--- src/acc_cpu_pkg.sv ---
/*
  Shared types and encodings for the 16-bit accumulator processor.
  Addresses are word addresses, so the pc steps by one per instruction.
  Instruction word: [15:12] opcode, [11] memory operand select,
  [10:0] immediate, direct address, branch offset or condition in [1:0].
  A direct address reaches only the low 2K words of memory.
*/
package acc_cpu_pkg;

  localparam int WORD_W    = 16;
  localparam int OPERAND_W = 11;

  typedef logic [WORD_W-1:0]    word_t;
  typedef logic [WORD_W-1:0]    addr_t;
  typedef logic [OPERAND_W-1:0] operand_t;

  localparam addr_t RESET_PC = '0;

  // ~~~~~~~~~~~~~~~~~~~~~~~~~~~~~~~~~~~~~~~~
  // encodings
  // ~~~~~~~~~~~~~~~~~~~~~~~~~~~~~~~~~~~~~~~~
  typedef enum logic [3:0] {
    op_nop    = 4'h0,
    op_load   = 4'h1,
    op_store  = 4'h2,
    op_add    = 4'h3,
    op_sub    = 4'h4,
    op_and    = 4'h5,
    op_or     = 4'h6,
    op_xor    = 4'h7,
    op_test   = 4'h8,
    op_branch = 4'h9,
    op_if     = 4'hA,
    op_out_lo = 4'hB,
    op_out_hi = 4'hC,
    op_halt   = 4'hD,
    op_trap   = 4'hE,
    op_undef  = 4'hF   // traps.
  } op_e;

  typedef enum logic [1:0] {
    cond_zero     = 2'd0,
    cond_not_zero = 2'd1,
    cond_neg      = 2'd2,
    cond_not_neg  = 2'd3
  } cond_e;

  typedef enum logic [2:0] {
    st_idle,
    st_fetch,
    st_exec,
    st_mem,
    st_halt,
    st_trap
  } cpu_state_e;

  // ~~~~~~~~~~~~~~~~~~~~~~~~~~~~~~~~~~~~~~~~
  // bundles
  // ~~~~~~~~~~~~~~~~~~~~~~~~~~~~~~~~~~~~~~~~
  typedef struct packed {
    op_e      op;
    logic     use_mem;
    operand_t operand;
    word_t    imm;       // operand, sign extended.
    cond_e    cond;
    logic     illegal;
  } inst_fields_t;

  typedef struct packed {
    addr_t addr;
    word_t wdata;
    logic  write;
  } mem_cmd_t;

endpackage

--- src/inst_decoder.sv ---
/*
  Combinational instruction decoder.
  Illegal forms are opcode F and a store with an immediate operand.
  The condition field is taken from bits 1:0 for every opcode and only
  means something for an if.
*/
`timescale 1ns/1ps

module inst_decoder
  import acc_cpu_pkg::*;
(
  input  word_t        inst,
  output inst_fields_t fields
);

  op_e      op;
  logic     use_mem;
  operand_t operand;
  logic     illegal;

  assign op      = op_e'(inst[WORD_W-1 -: 4]);
  assign use_mem = inst[OPERAND_W];
  assign operand = inst[OPERAND_W-1:0];

  always_comb begin
    case (op)
      op_undef: illegal = 1'b1;
      op_store: illegal = !use_mem;  // a store needs an address.
      default:  illegal = 1'b0;
    endcase
  end

  always_comb begin
    fields.op      = op;
    fields.use_mem = use_mem;
    fields.operand = operand;
    fields.imm     = {{(WORD_W-OPERAND_W){operand[OPERAND_W-1]}}, operand};
    fields.cond    = cond_e'(inst[1:0]);
    fields.illegal = illegal;
  end

  // ~~~~~~~~~~~~~~~~~~~~~~~~~~~~~~~~~~~~~~~~
  // checks
  // ~~~~~~~~~~~~~~~~~~~~~~~~~~~~~~~~~~~~~~~~
  // no clock here, so the check is deferred to the end of the time step.
  a_store_imm_illegal: assert final (
    $isunknown(inst) ||
    !(inst[WORD_W-1:WORD_W-4] == op_store && !inst[OPERAND_W]) ||
    fields.illegal
  ) else $error("store with immediate operand not flagged illegal.");

endmodule

--- src/alu_flags.sv ---
/*
  Accumulator ALU for the data operations.
  Load passes the operand through, test and all other opcodes pass the
  accumulator through. Flags always follow the result.
*/
`timescale 1ns/1ps

module alu_flags
  import acc_cpu_pkg::*;
(
  input  op_e   op,
  input  word_t accum,
  input  word_t operand,
  output word_t result,
  output logic  zero,
  output logic  neg
);

  always_comb begin
    case (op)
      op_load: begin
        result = operand;
      end
      op_add: begin
        result = accum + operand;
      end
      op_sub: begin
        result = accum - operand;
      end
      op_and: begin
        result = accum & operand;
      end
      op_or: begin
        result = accum | operand;
      end
      op_xor: begin
        result = accum ^ operand;
      end
      default: begin
        result = accum;  // test, and anything without a data result.
      end
    endcase
  end

  assign zero = (result == '0);
  assign neg  = result[WORD_W-1];

endmodule

--- src/mem_port.sv ---
/*
  Four-phase req/ack memory master, one read or write per start.
  start is ignored unless the port is idle.
  done pulses one cycle after ack is seen low again, at least three
  cycles after start. rdata holds the last read word until the next read.
*/
`timescale 1ns/1ps

module mem_port
  import acc_cpu_pkg::*;
(
  input  logic     clk,
  input  logic     rst_n,
  input  logic     start,
  input  mem_cmd_t cmd,
  output logic     done,
  output word_t    rdata,
  output logic     mem_req,
  output mem_cmd_t mem_cmd,
  input  logic     mem_ack,
  input  word_t    mem_rdata
);

  typedef enum logic [1:0] {
    mp_idle,
    mp_req,
    mp_release
  } mp_state_e;

  mp_state_e state;

  always_ff @(posedge clk) begin
    if (!rst_n) begin
      state   <= mp_idle;
      mem_req <= 1'b0;
      done    <= 1'b0;
    end else begin
      done <= 1'b0;
      case (state)
        mp_idle: begin
          if (start) begin
            mem_req <= 1'b1;
            state   <= mp_req;
          end
        end
        mp_req: begin
          if (mem_ack) begin
            mem_req <= 1'b0;  // phase 3.
            state   <= mp_release;
          end
        end
        mp_release: begin
          if (!mem_ack) begin
            done  <= 1'b1;
            state <= mp_idle;
          end
        end
        default: begin
          state <= mp_idle;
        end
      endcase
    end
  end

  always_ff @(posedge clk) begin
    if (state == mp_idle && start) begin
      mem_cmd <= cmd;
    end
    if (state == mp_req && mem_ack && !mem_cmd.write) begin
      rdata <= mem_rdata;
    end
  end

  a_req_held: assert property (@(posedge clk) disable iff (!rst_n)
    mem_req && !mem_ack |=> mem_req)
    else $error("mem_req dropped before mem_ack.");

  a_cmd_stable: assert property (@(posedge clk) disable iff (!rst_n)
    mem_req |=> !mem_req || $stable(mem_cmd))
    else $error("mem_cmd changed during a request.");

endmodule

--- src/cpu_control.sv ---
/*
  Processor sequencer: one instruction per step, fetch then exec, plus
  one memory phase for a direct memory operand or a store.
  The pc advances in exec, so a trap or halt leaves it past the
  instruction. A skipped instruction only advances the pc.
  Halt is left only by reset. Step is a level, sampled in idle and trap.
*/
`timescale 1ns/1ps

module cpu_control
  import acc_cpu_pkg::*;
(
  input  logic         clk,
  input  logic         rst_n,
  input  logic         step,
  input  inst_fields_t fields,
  output word_t        inst,
  output word_t        alu_operand,
  input  word_t        alu_result,
  input  logic         alu_zero,
  input  logic         alu_neg,
  output word_t        accum,
  output logic         mem_start,
  output mem_cmd_t     mem_cmd,
  input  logic         mem_done,
  input  word_t        mem_rdata,
  output logic         busy,
  output logic         halt,
  output logic         trap,
  output logic [7:0]   data_out
);

  cpu_state_e state;
  addr_t      pc;
  addr_t      pc_next;
  addr_t      operand_addr;
  logic       zero;
  logic       neg;
  logic       skip;
  logic       cond_met;
  logic       data_op;
  logic       mem_op;

  assign pc_next      = pc + addr_t'(1);
  assign operand_addr = addr_t'(fields.operand);  // zero extended.

  always_comb begin
    case (fields.op)
      op_load, op_add, op_sub, op_and, op_or, op_xor: data_op = 1'b1;
      default:                                        data_op = 1'b0;
    endcase
  end

  assign mem_op = fields.use_mem && (data_op || fields.op == op_store);

  always_comb begin
    case (fields.cond)
      cond_zero:     cond_met = zero;
      cond_not_zero: cond_met = !zero;
      cond_neg:      cond_met = neg;
      default:       cond_met = !neg;
    endcase
  end

  // memory word feeds the alu only while the operand access is running.
  assign alu_operand = (state == st_mem) ? mem_rdata : fields.imm;

  assign busy = (state == st_fetch) || (state == st_exec) || (state == st_mem);
  assign halt = (state == st_halt);
  assign trap = (state == st_trap);

  // read at pc in fetch, operand address in mem. Valid with mem_start.
  always_comb begin
    mem_cmd.addr  = pc;
    mem_cmd.wdata = accum;
    mem_cmd.write = 1'b0;
    if (state == st_mem) begin
      mem_cmd.addr  = operand_addr;
      mem_cmd.write = (fields.op == op_store);
    end
  end

  always_ff @(posedge clk) begin
    if (state == st_fetch && mem_done) begin
      inst <= mem_rdata;
    end
  end

  // ~~~~~~~~~~~~~~~~~~~~~~~~~~~~~~~~~~~~~~~~
  // state machine
  // ~~~~~~~~~~~~~~~~~~~~~~~~~~~~~~~~~~~~~~~~
  always_ff @(posedge clk) begin
    if (!rst_n) begin
      state     <= st_idle;
      pc        <= RESET_PC;
      accum     <= '0;
      zero      <= 1'b0;
      neg       <= 1'b0;
      skip      <= 1'b0;
      data_out  <= '0;
      mem_start <= 1'b0;
    end else begin
      mem_start <= 1'b0;
      case (state)
        st_idle: begin
          if (step) begin
            state     <= st_fetch;
            mem_start <= 1'b1;
          end
        end
        st_fetch: begin
          if (mem_done) begin
            state <= st_exec;
          end
        end
        st_exec: begin
          state <= st_idle;
          pc    <= pc_next;
          skip  <= 1'b0;
          if (skip) begin
            state <= st_idle;  // skipped, pc only.
          end else if (fields.illegal) begin
            state <= st_trap;
          end else if (mem_op) begin
            state     <= st_mem;
            mem_start <= 1'b1;
          end else begin
            case (fields.op)
              op_halt:   state <= st_halt;
              op_trap:   state <= st_trap;
              op_if:     skip <= !cond_met;
              op_branch: pc <= pc_next + fields.imm;
              op_out_lo: data_out <= accum[7:0];
              op_out_hi: data_out <= accum[WORD_W-1:8];
              op_test: begin
                zero <= alu_zero;
                neg  <= alu_neg;
              end
              op_load, op_add, op_sub, op_and, op_or, op_xor: begin
                accum <= alu_result;
                zero  <= alu_zero;
                neg   <= alu_neg;
              end
              default: begin
                state <= st_idle;  // nop.
              end
            endcase
          end
        end
        st_mem: begin
          if (mem_done) begin
            state <= st_idle;
            if (fields.op != op_store) begin
              accum <= alu_result;
              zero  <= alu_zero;
              neg   <= alu_neg;
            end
          end
        end
        st_halt: begin
          state <= st_halt;
        end
        st_trap: begin
          if (step) begin
            state <= st_idle;
          end
        end
        default: begin
          state <= st_trap;
        end
      endcase
    end
  end

  // halt holds until reset, with no bus activity and busy low.
  a_halt_sticky: assert property (@(posedge clk) disable iff (!rst_n)
    state == st_halt |=> state == st_halt && !busy && !mem_start)
    else $error("processor left halt or went busy.");

endmodule

--- src/acc_cpu_top.sv ---
/*
  Accumulator processor top level, wiring only.
  Memory is reached through a four-phase req/ack port with mem_cmd held
  for the whole request. The host steps one instruction at a time.
*/
`timescale 1ns/1ps

module acc_cpu_top
  import acc_cpu_pkg::*;
(
  input  logic       clk,
  input  logic       rst_n,
  input  logic       step,
  output logic       busy,
  output logic       halt,
  output logic       trap,
  output logic [7:0] data_out,
  output logic       mem_req,
  output mem_cmd_t   mem_cmd,
  input  logic       mem_ack,
  input  word_t      mem_rdata
);

  word_t        inst;
  inst_fields_t fields;
  word_t        accum;
  word_t        alu_operand;
  word_t        alu_result;
  logic         alu_zero;
  logic         alu_neg;
  logic         mem_start;
  mem_cmd_t     ctrl_cmd;
  logic         mem_done;
  word_t        port_rdata;

  inst_decoder u_inst_decoder (
    .inst   (inst),
    .fields (fields)
  );

  alu_flags u_alu_flags (
    .op      (fields.op),
    .accum   (accum),
    .operand (alu_operand),
    .result  (alu_result),
    .zero    (alu_zero),
    .neg     (alu_neg)
  );

  mem_port u_mem_port (
    .clk       (clk),
    .rst_n     (rst_n),
    .start     (mem_start),
    .cmd       (ctrl_cmd),
    .done      (mem_done),
    .rdata     (port_rdata),
    .mem_req   (mem_req),
    .mem_cmd   (mem_cmd),
    .mem_ack   (mem_ack),
    .mem_rdata (mem_rdata)
  );

  cpu_control u_cpu_control (
    .clk         (clk),
    .rst_n       (rst_n),
    .step        (step),
    .fields      (fields),
    .inst        (inst),
    .alu_operand (alu_operand),
    .alu_result  (alu_result),
    .alu_zero    (alu_zero),
    .alu_neg     (alu_neg),
    .accum       (accum),
    .mem_start   (mem_start),
    .mem_cmd     (ctrl_cmd),
    .mem_done    (mem_done),
    .mem_rdata   (port_rdata),
    .busy        (busy),
    .halt        (halt),
    .trap        (trap),
    .data_out    (data_out)
  );

endmodule

--- config.mk ---
export PLATFORM = sky130hd
export DESIGN_NAME = acc_cpu_top
export DESIGN_NICKNAME = d
export VERILOG_FILES = /design/src/acc_cpu_pkg.sv /design/src/inst_decoder.sv /design/src/alu_flags.sv /design/src/mem_port.sv /design/src/cpu_control.sv /design/src/acc_cpu_top.sv
export SDC_FILE = /design/constraint.sdc
export NUM_CORES = 1
export LEC_CHECK = 0
export ABC_CLOCK_PERIOD_IN_PS = 12500
export BUFFER_PORTS_ARGS = -buffer_cell sky130_fd_sc_hd__buf_4
export CORE_MARGIN = 2
export CORE_UTILIZATION = 45
export DETAILED_ROUTE_END_ITERATION = 6
export GPL_TIMING_DRIVEN = 0
export PLACE_DENSITY = 0.66
export SETUP_SLACK_MARGIN = 0.02
export SKIP_LAST_GASP = 1
export SLEW_MARGIN = 20
export SYNTH_ARGS = -nofsm -noshare
export SYNTH_HDL_FRONTEND = slang
export SYNTH_HIERARCHICAL = 1
export SYNTH_SLANG_ARGS = --single-unit
--- constraint.sdc ---
create_clock -name clk -period 12.5 [get_ports clk]
set_input_delay 0.625 -clock clk [delete_from_list [all_inputs] [get_ports clk]]
set_output_delay 0.625 -clock clk [all_outputs]
set_load 0.01 [all_outputs]
==> summary.md <==
| Metric | Value |
|---|---|
| Design area | 10,200 µm² |
| First-pass GRT wire length | between 30,000 and 40,000 µm |
| Setup TNS | 0 ps |
| Register area share after synthesis | 0.341 |
| Largest family of logic cells by synthesized area | compound AO/OA/AOI/OAI gates |
| Fin nets | 1,093 |
| Layout cells sized above 1 | 0.225 |
| PwrDens | 93.9 nW/µm² |
| Leakage | roughly 4.2 nW |
| Compound-Gate Fraction of Synth Area | 0.190 |
| RSZ-0062 raised after global routing | false |
| Pins Over Slew Limit | 0 |
| Initial DRC count | 703 |
| DIE HEIGHT | 143 µm |
| Least-Margin Pin Slew | a little under 900 ps |
| Clock Tree Buf Depth | 2 |
| Adder and majority gate portion of the synthesized area | 0.102 |
| CTS Hold Bufs | 0 |
| Cell Rows | 50 |
| RR Endpoint | u_cpu_control/zero |
| Mux cell area share after synthesis | 0.0706 |
| Total track usage | 0.237 |
| Crit end category | flip-flop |
| Max Clock Freq | approximately 160 MHz |
| Boundary pin count | 65 |
| Post-synthesis cell area | slightly below 9000 µm² |
| Crit path from | u_cpu_control/state[1] |
| Reg2Reg Setup Slack | 6320 ps |
| Final Critical Period | 6180 ps |
| Via count | 7,464 |
| Max FO, Critical Path | 10 |
| Commonest non-fill, non-tap cell in the layout | buf_4 |
| Fill cells | 1,753 |
| Multi-input logic area | between 4000 and 5000 µm² |
| Number of post-CTS setup repair buffers | 0 |
| Worst Skew | 11.3 ps |
| Root Buffer | clkbuf_16 |
| Ant diodes | 0 |
| Total CTS buffers | 17 |
| Yosys warnings | 6 |
| CTS clock-pin slew for the worst setup and hold paths | ~60 ps |
| Avg WL per Cell | between 15 and 20 µm |
| Area grow syn2layout | 16.9% |
| Chip width | around 140 µm |
| Post-route ant nets | 0 |
| Core area | 18,900 µm² |
| Max cap viols | 0 |
| Synth Instances | 915 |
| DR pass1 iterations | 7 |
| Routed WL | 24,000 µm |
| Syn Nets | 1,005 |
| Yosys reg bits | 116 |
| Largest net degree at the start of global routing | 34 |
| H-tree lvl count | 4 |
| Min-delay worst type | input pin to flip-flop |
| Post-synthesis xor/xnor area fraction | 0.0462 |
| Failing checks | design-rule violations |
| Synthesized area per cell | 9.53 µm² |
| Vias in the first global route | just under 7,000 |
| Port bufs | 64 |
| Reg2reg start | u_cpu_control/state[1] |
| GRT Residual Overflow | 0 |
| Async set-reset flop share out of synthesis | 0 |
| Fin. Hold Viols | 0 |
| HP Start | mem_rdata[5] |
| Synth Area in Simple Gates | 0.159 |
| CP startpoint kind | flip-flop |
| Initial Utilization | 0.462 |
| DRC | 1 |
| Final Setup Violations | 0 |
| Slew margin rel. | 0.421 |
| PostCTS Resize Cnt | 0 |
| Register area | roughly 3000 µm² |
| Die ar. | 20,500 µm² |
| Reg2Reg Depth | 19 |
| Most frequent cells in the layout | buf_4 (122), nor2_1 (68), ha_1 (68), edfxtp_1 (65), inv_1 (52) |
| Worst hold slack | 381 ps |
| Clock latency on the worst-skew pair | 420 ps |
| Cell variety after synth | 98 |
| CTS tree | built |
| Dpl cell area | 9590 µm² |
| HPWL after DPL | 17,600 µm |
| Main flop type after synthesis | edfxtp_1 |
| Crit Path Category | flip-flop to flip-flop |
| Final RePlAce weighted congestion | 0.940 |
| Vias/cell | just under 6 |
| Maximum VDD drop | approximately 0.000085 V |
| Clock sinks | ~120 |
| Worst setup path end | u_cpu_control/zero |
| Status | finished, violations left |
| Worst path required time | about 13,000 ps |
| Final Cycle Share | 0.495 |
| Antenna violations before repair | 0 |
| Arrival time worst endpoint | 6530 ps |
| Post-synth EDFFs | 65 |
-- cell families (layout without fill, tap and decap cells) --
logic type      after synthesis  in the layout
mux                          58             58
fa+ha+maj                    70             70
flops                       116            116
simple gates                248            248
xor+xnor                     46             46
compound gates              232            232
buf+inv                     145            246
-- sequential cells by signal (all words and copies together), names as in the netlist --
register	cells
u_cpu_control/pc	16
u_cpu_control/inst	16
u_mem_port/mem_cmd	33
u_mem_port/rdata	16
u_cpu_control/data_out	8
u_mem_port/mem_req	1
u_cpu_control/accum	16
u_cpu_control/zero	1
u_cpu_control/mem_start	1
u_mem_port/state	2
u_mem_port/done	1
u_cpu_control/state	3
u_cpu_control/neg	1
u_cpu_control/skip	1
-- how the worst min path moves through the flow --
| stage | to | slack [ps] | depth (start not counted) |
|---|---|---|---|
| global route | u_mem_port/rdata[5] | 370 | 1 |
| global placement | u_cpu_control/inst[5] | 440 | 0 |
| floorplan | u_cpu_control/inst[0] | 420 | 0 |
| CTS | u_mem_port/rdata[4] | 370 | 1 |
| detailed placement | u_cpu_control/inst[2] | 440 | 0 |
| finish | u_mem_port/rdata[5] | 380 | 1 |
-- synthesized netlist by cell type, types with 6 or more instances --
cell	count	area, µm²
nor4_1	11	68.8
o21ai_0	40	200
clkbuf_1	25	93.8
nor3b_1	7	52.6
dfxtp_1	51	1020
a21oi_1	47	235
xnor2_1	30	263
nor3_1	18	90.1
nor2b_1	9	56.3
and2_1	11	68.8
ha_1	68	851
xor2_1	16	140
buf_2	7	35.0
edfxtp_1	65	1950
o31ai_1	6	45.0
nand3_1	19	95.1
a31oi_1	12	75.1
nand4_1	7	43.8
a21o_1	11	82.6
buf_4	56	420
nand2_1	37	139
nor2_1	68	255
inv_1	52	195
mux2i_1	30	300
mux2_2	27	304
nand2b_1	8	50.1
o211ai_1	13	97.6
a211oi_1	15	113
a41oi_1	6	52.6
-- metal layers --
metal / share of wire / up-vias / track usage
met3: 0.071 / 37 / 0.0376
met2: 0.44 / 311 / 0.363
met4: 0.019 / 0 / 0.0743
met5: 0 / - / 0
li1: - / 3542 / -
met1: 0.47 / 3574 / 0.341
-- layout make-up --
class,instances,area share
clock buffer,18,0.0421
inverter,52,0.0191
sequential,116,0.291
timing repair buffer,69,0.0501
multi-input combinational,654,0.489
clock inverter,14,0.0173
tap,260,0.0319
buffer,93,0.0589
-- stage by stage --
step,worst slack [ps],std cells,util,total power [W]
final,6320,1276,0.540,0.000957
after global routing,6000,1276,0.540,0.000990
after CTS,6100,1276,0.539,0.000966
after detailed placement,6120,1244,0.507,0.000463
after global placement,6140,1239,0.504,0.000462
after floorplan,7270,915,-,0.000442
-- critical path, stage by stage, from the launching register on --
cell and delay (ps):
dfxtp_1 290, buf_4 160, nand3b_1 330, clkbuf_1 560, mux2_2 500, nor4_2 620
nand3_1 200, o41ai_1 350, xnor2_1 210, ha_1 350, and3_1 180, a221o_1 400
a211oi_4 290, o21bai_2 90, a2111o_1 400, o211a_2 160, or4b_1 550, nor4_2 260
mux2i_1 100, nor2_1 100
-- report_power, final --
| part | internal, W | switching, W |
|---|---|---|
| logic | 0.0000179 | 0.0000233 |
| clock network | 0.000316 | 0.000187 |
| registers | 0.000410 | 0.00000386 |
| total | 0.000743 | 0.000214 |
(Power assumes the default switching activity.)
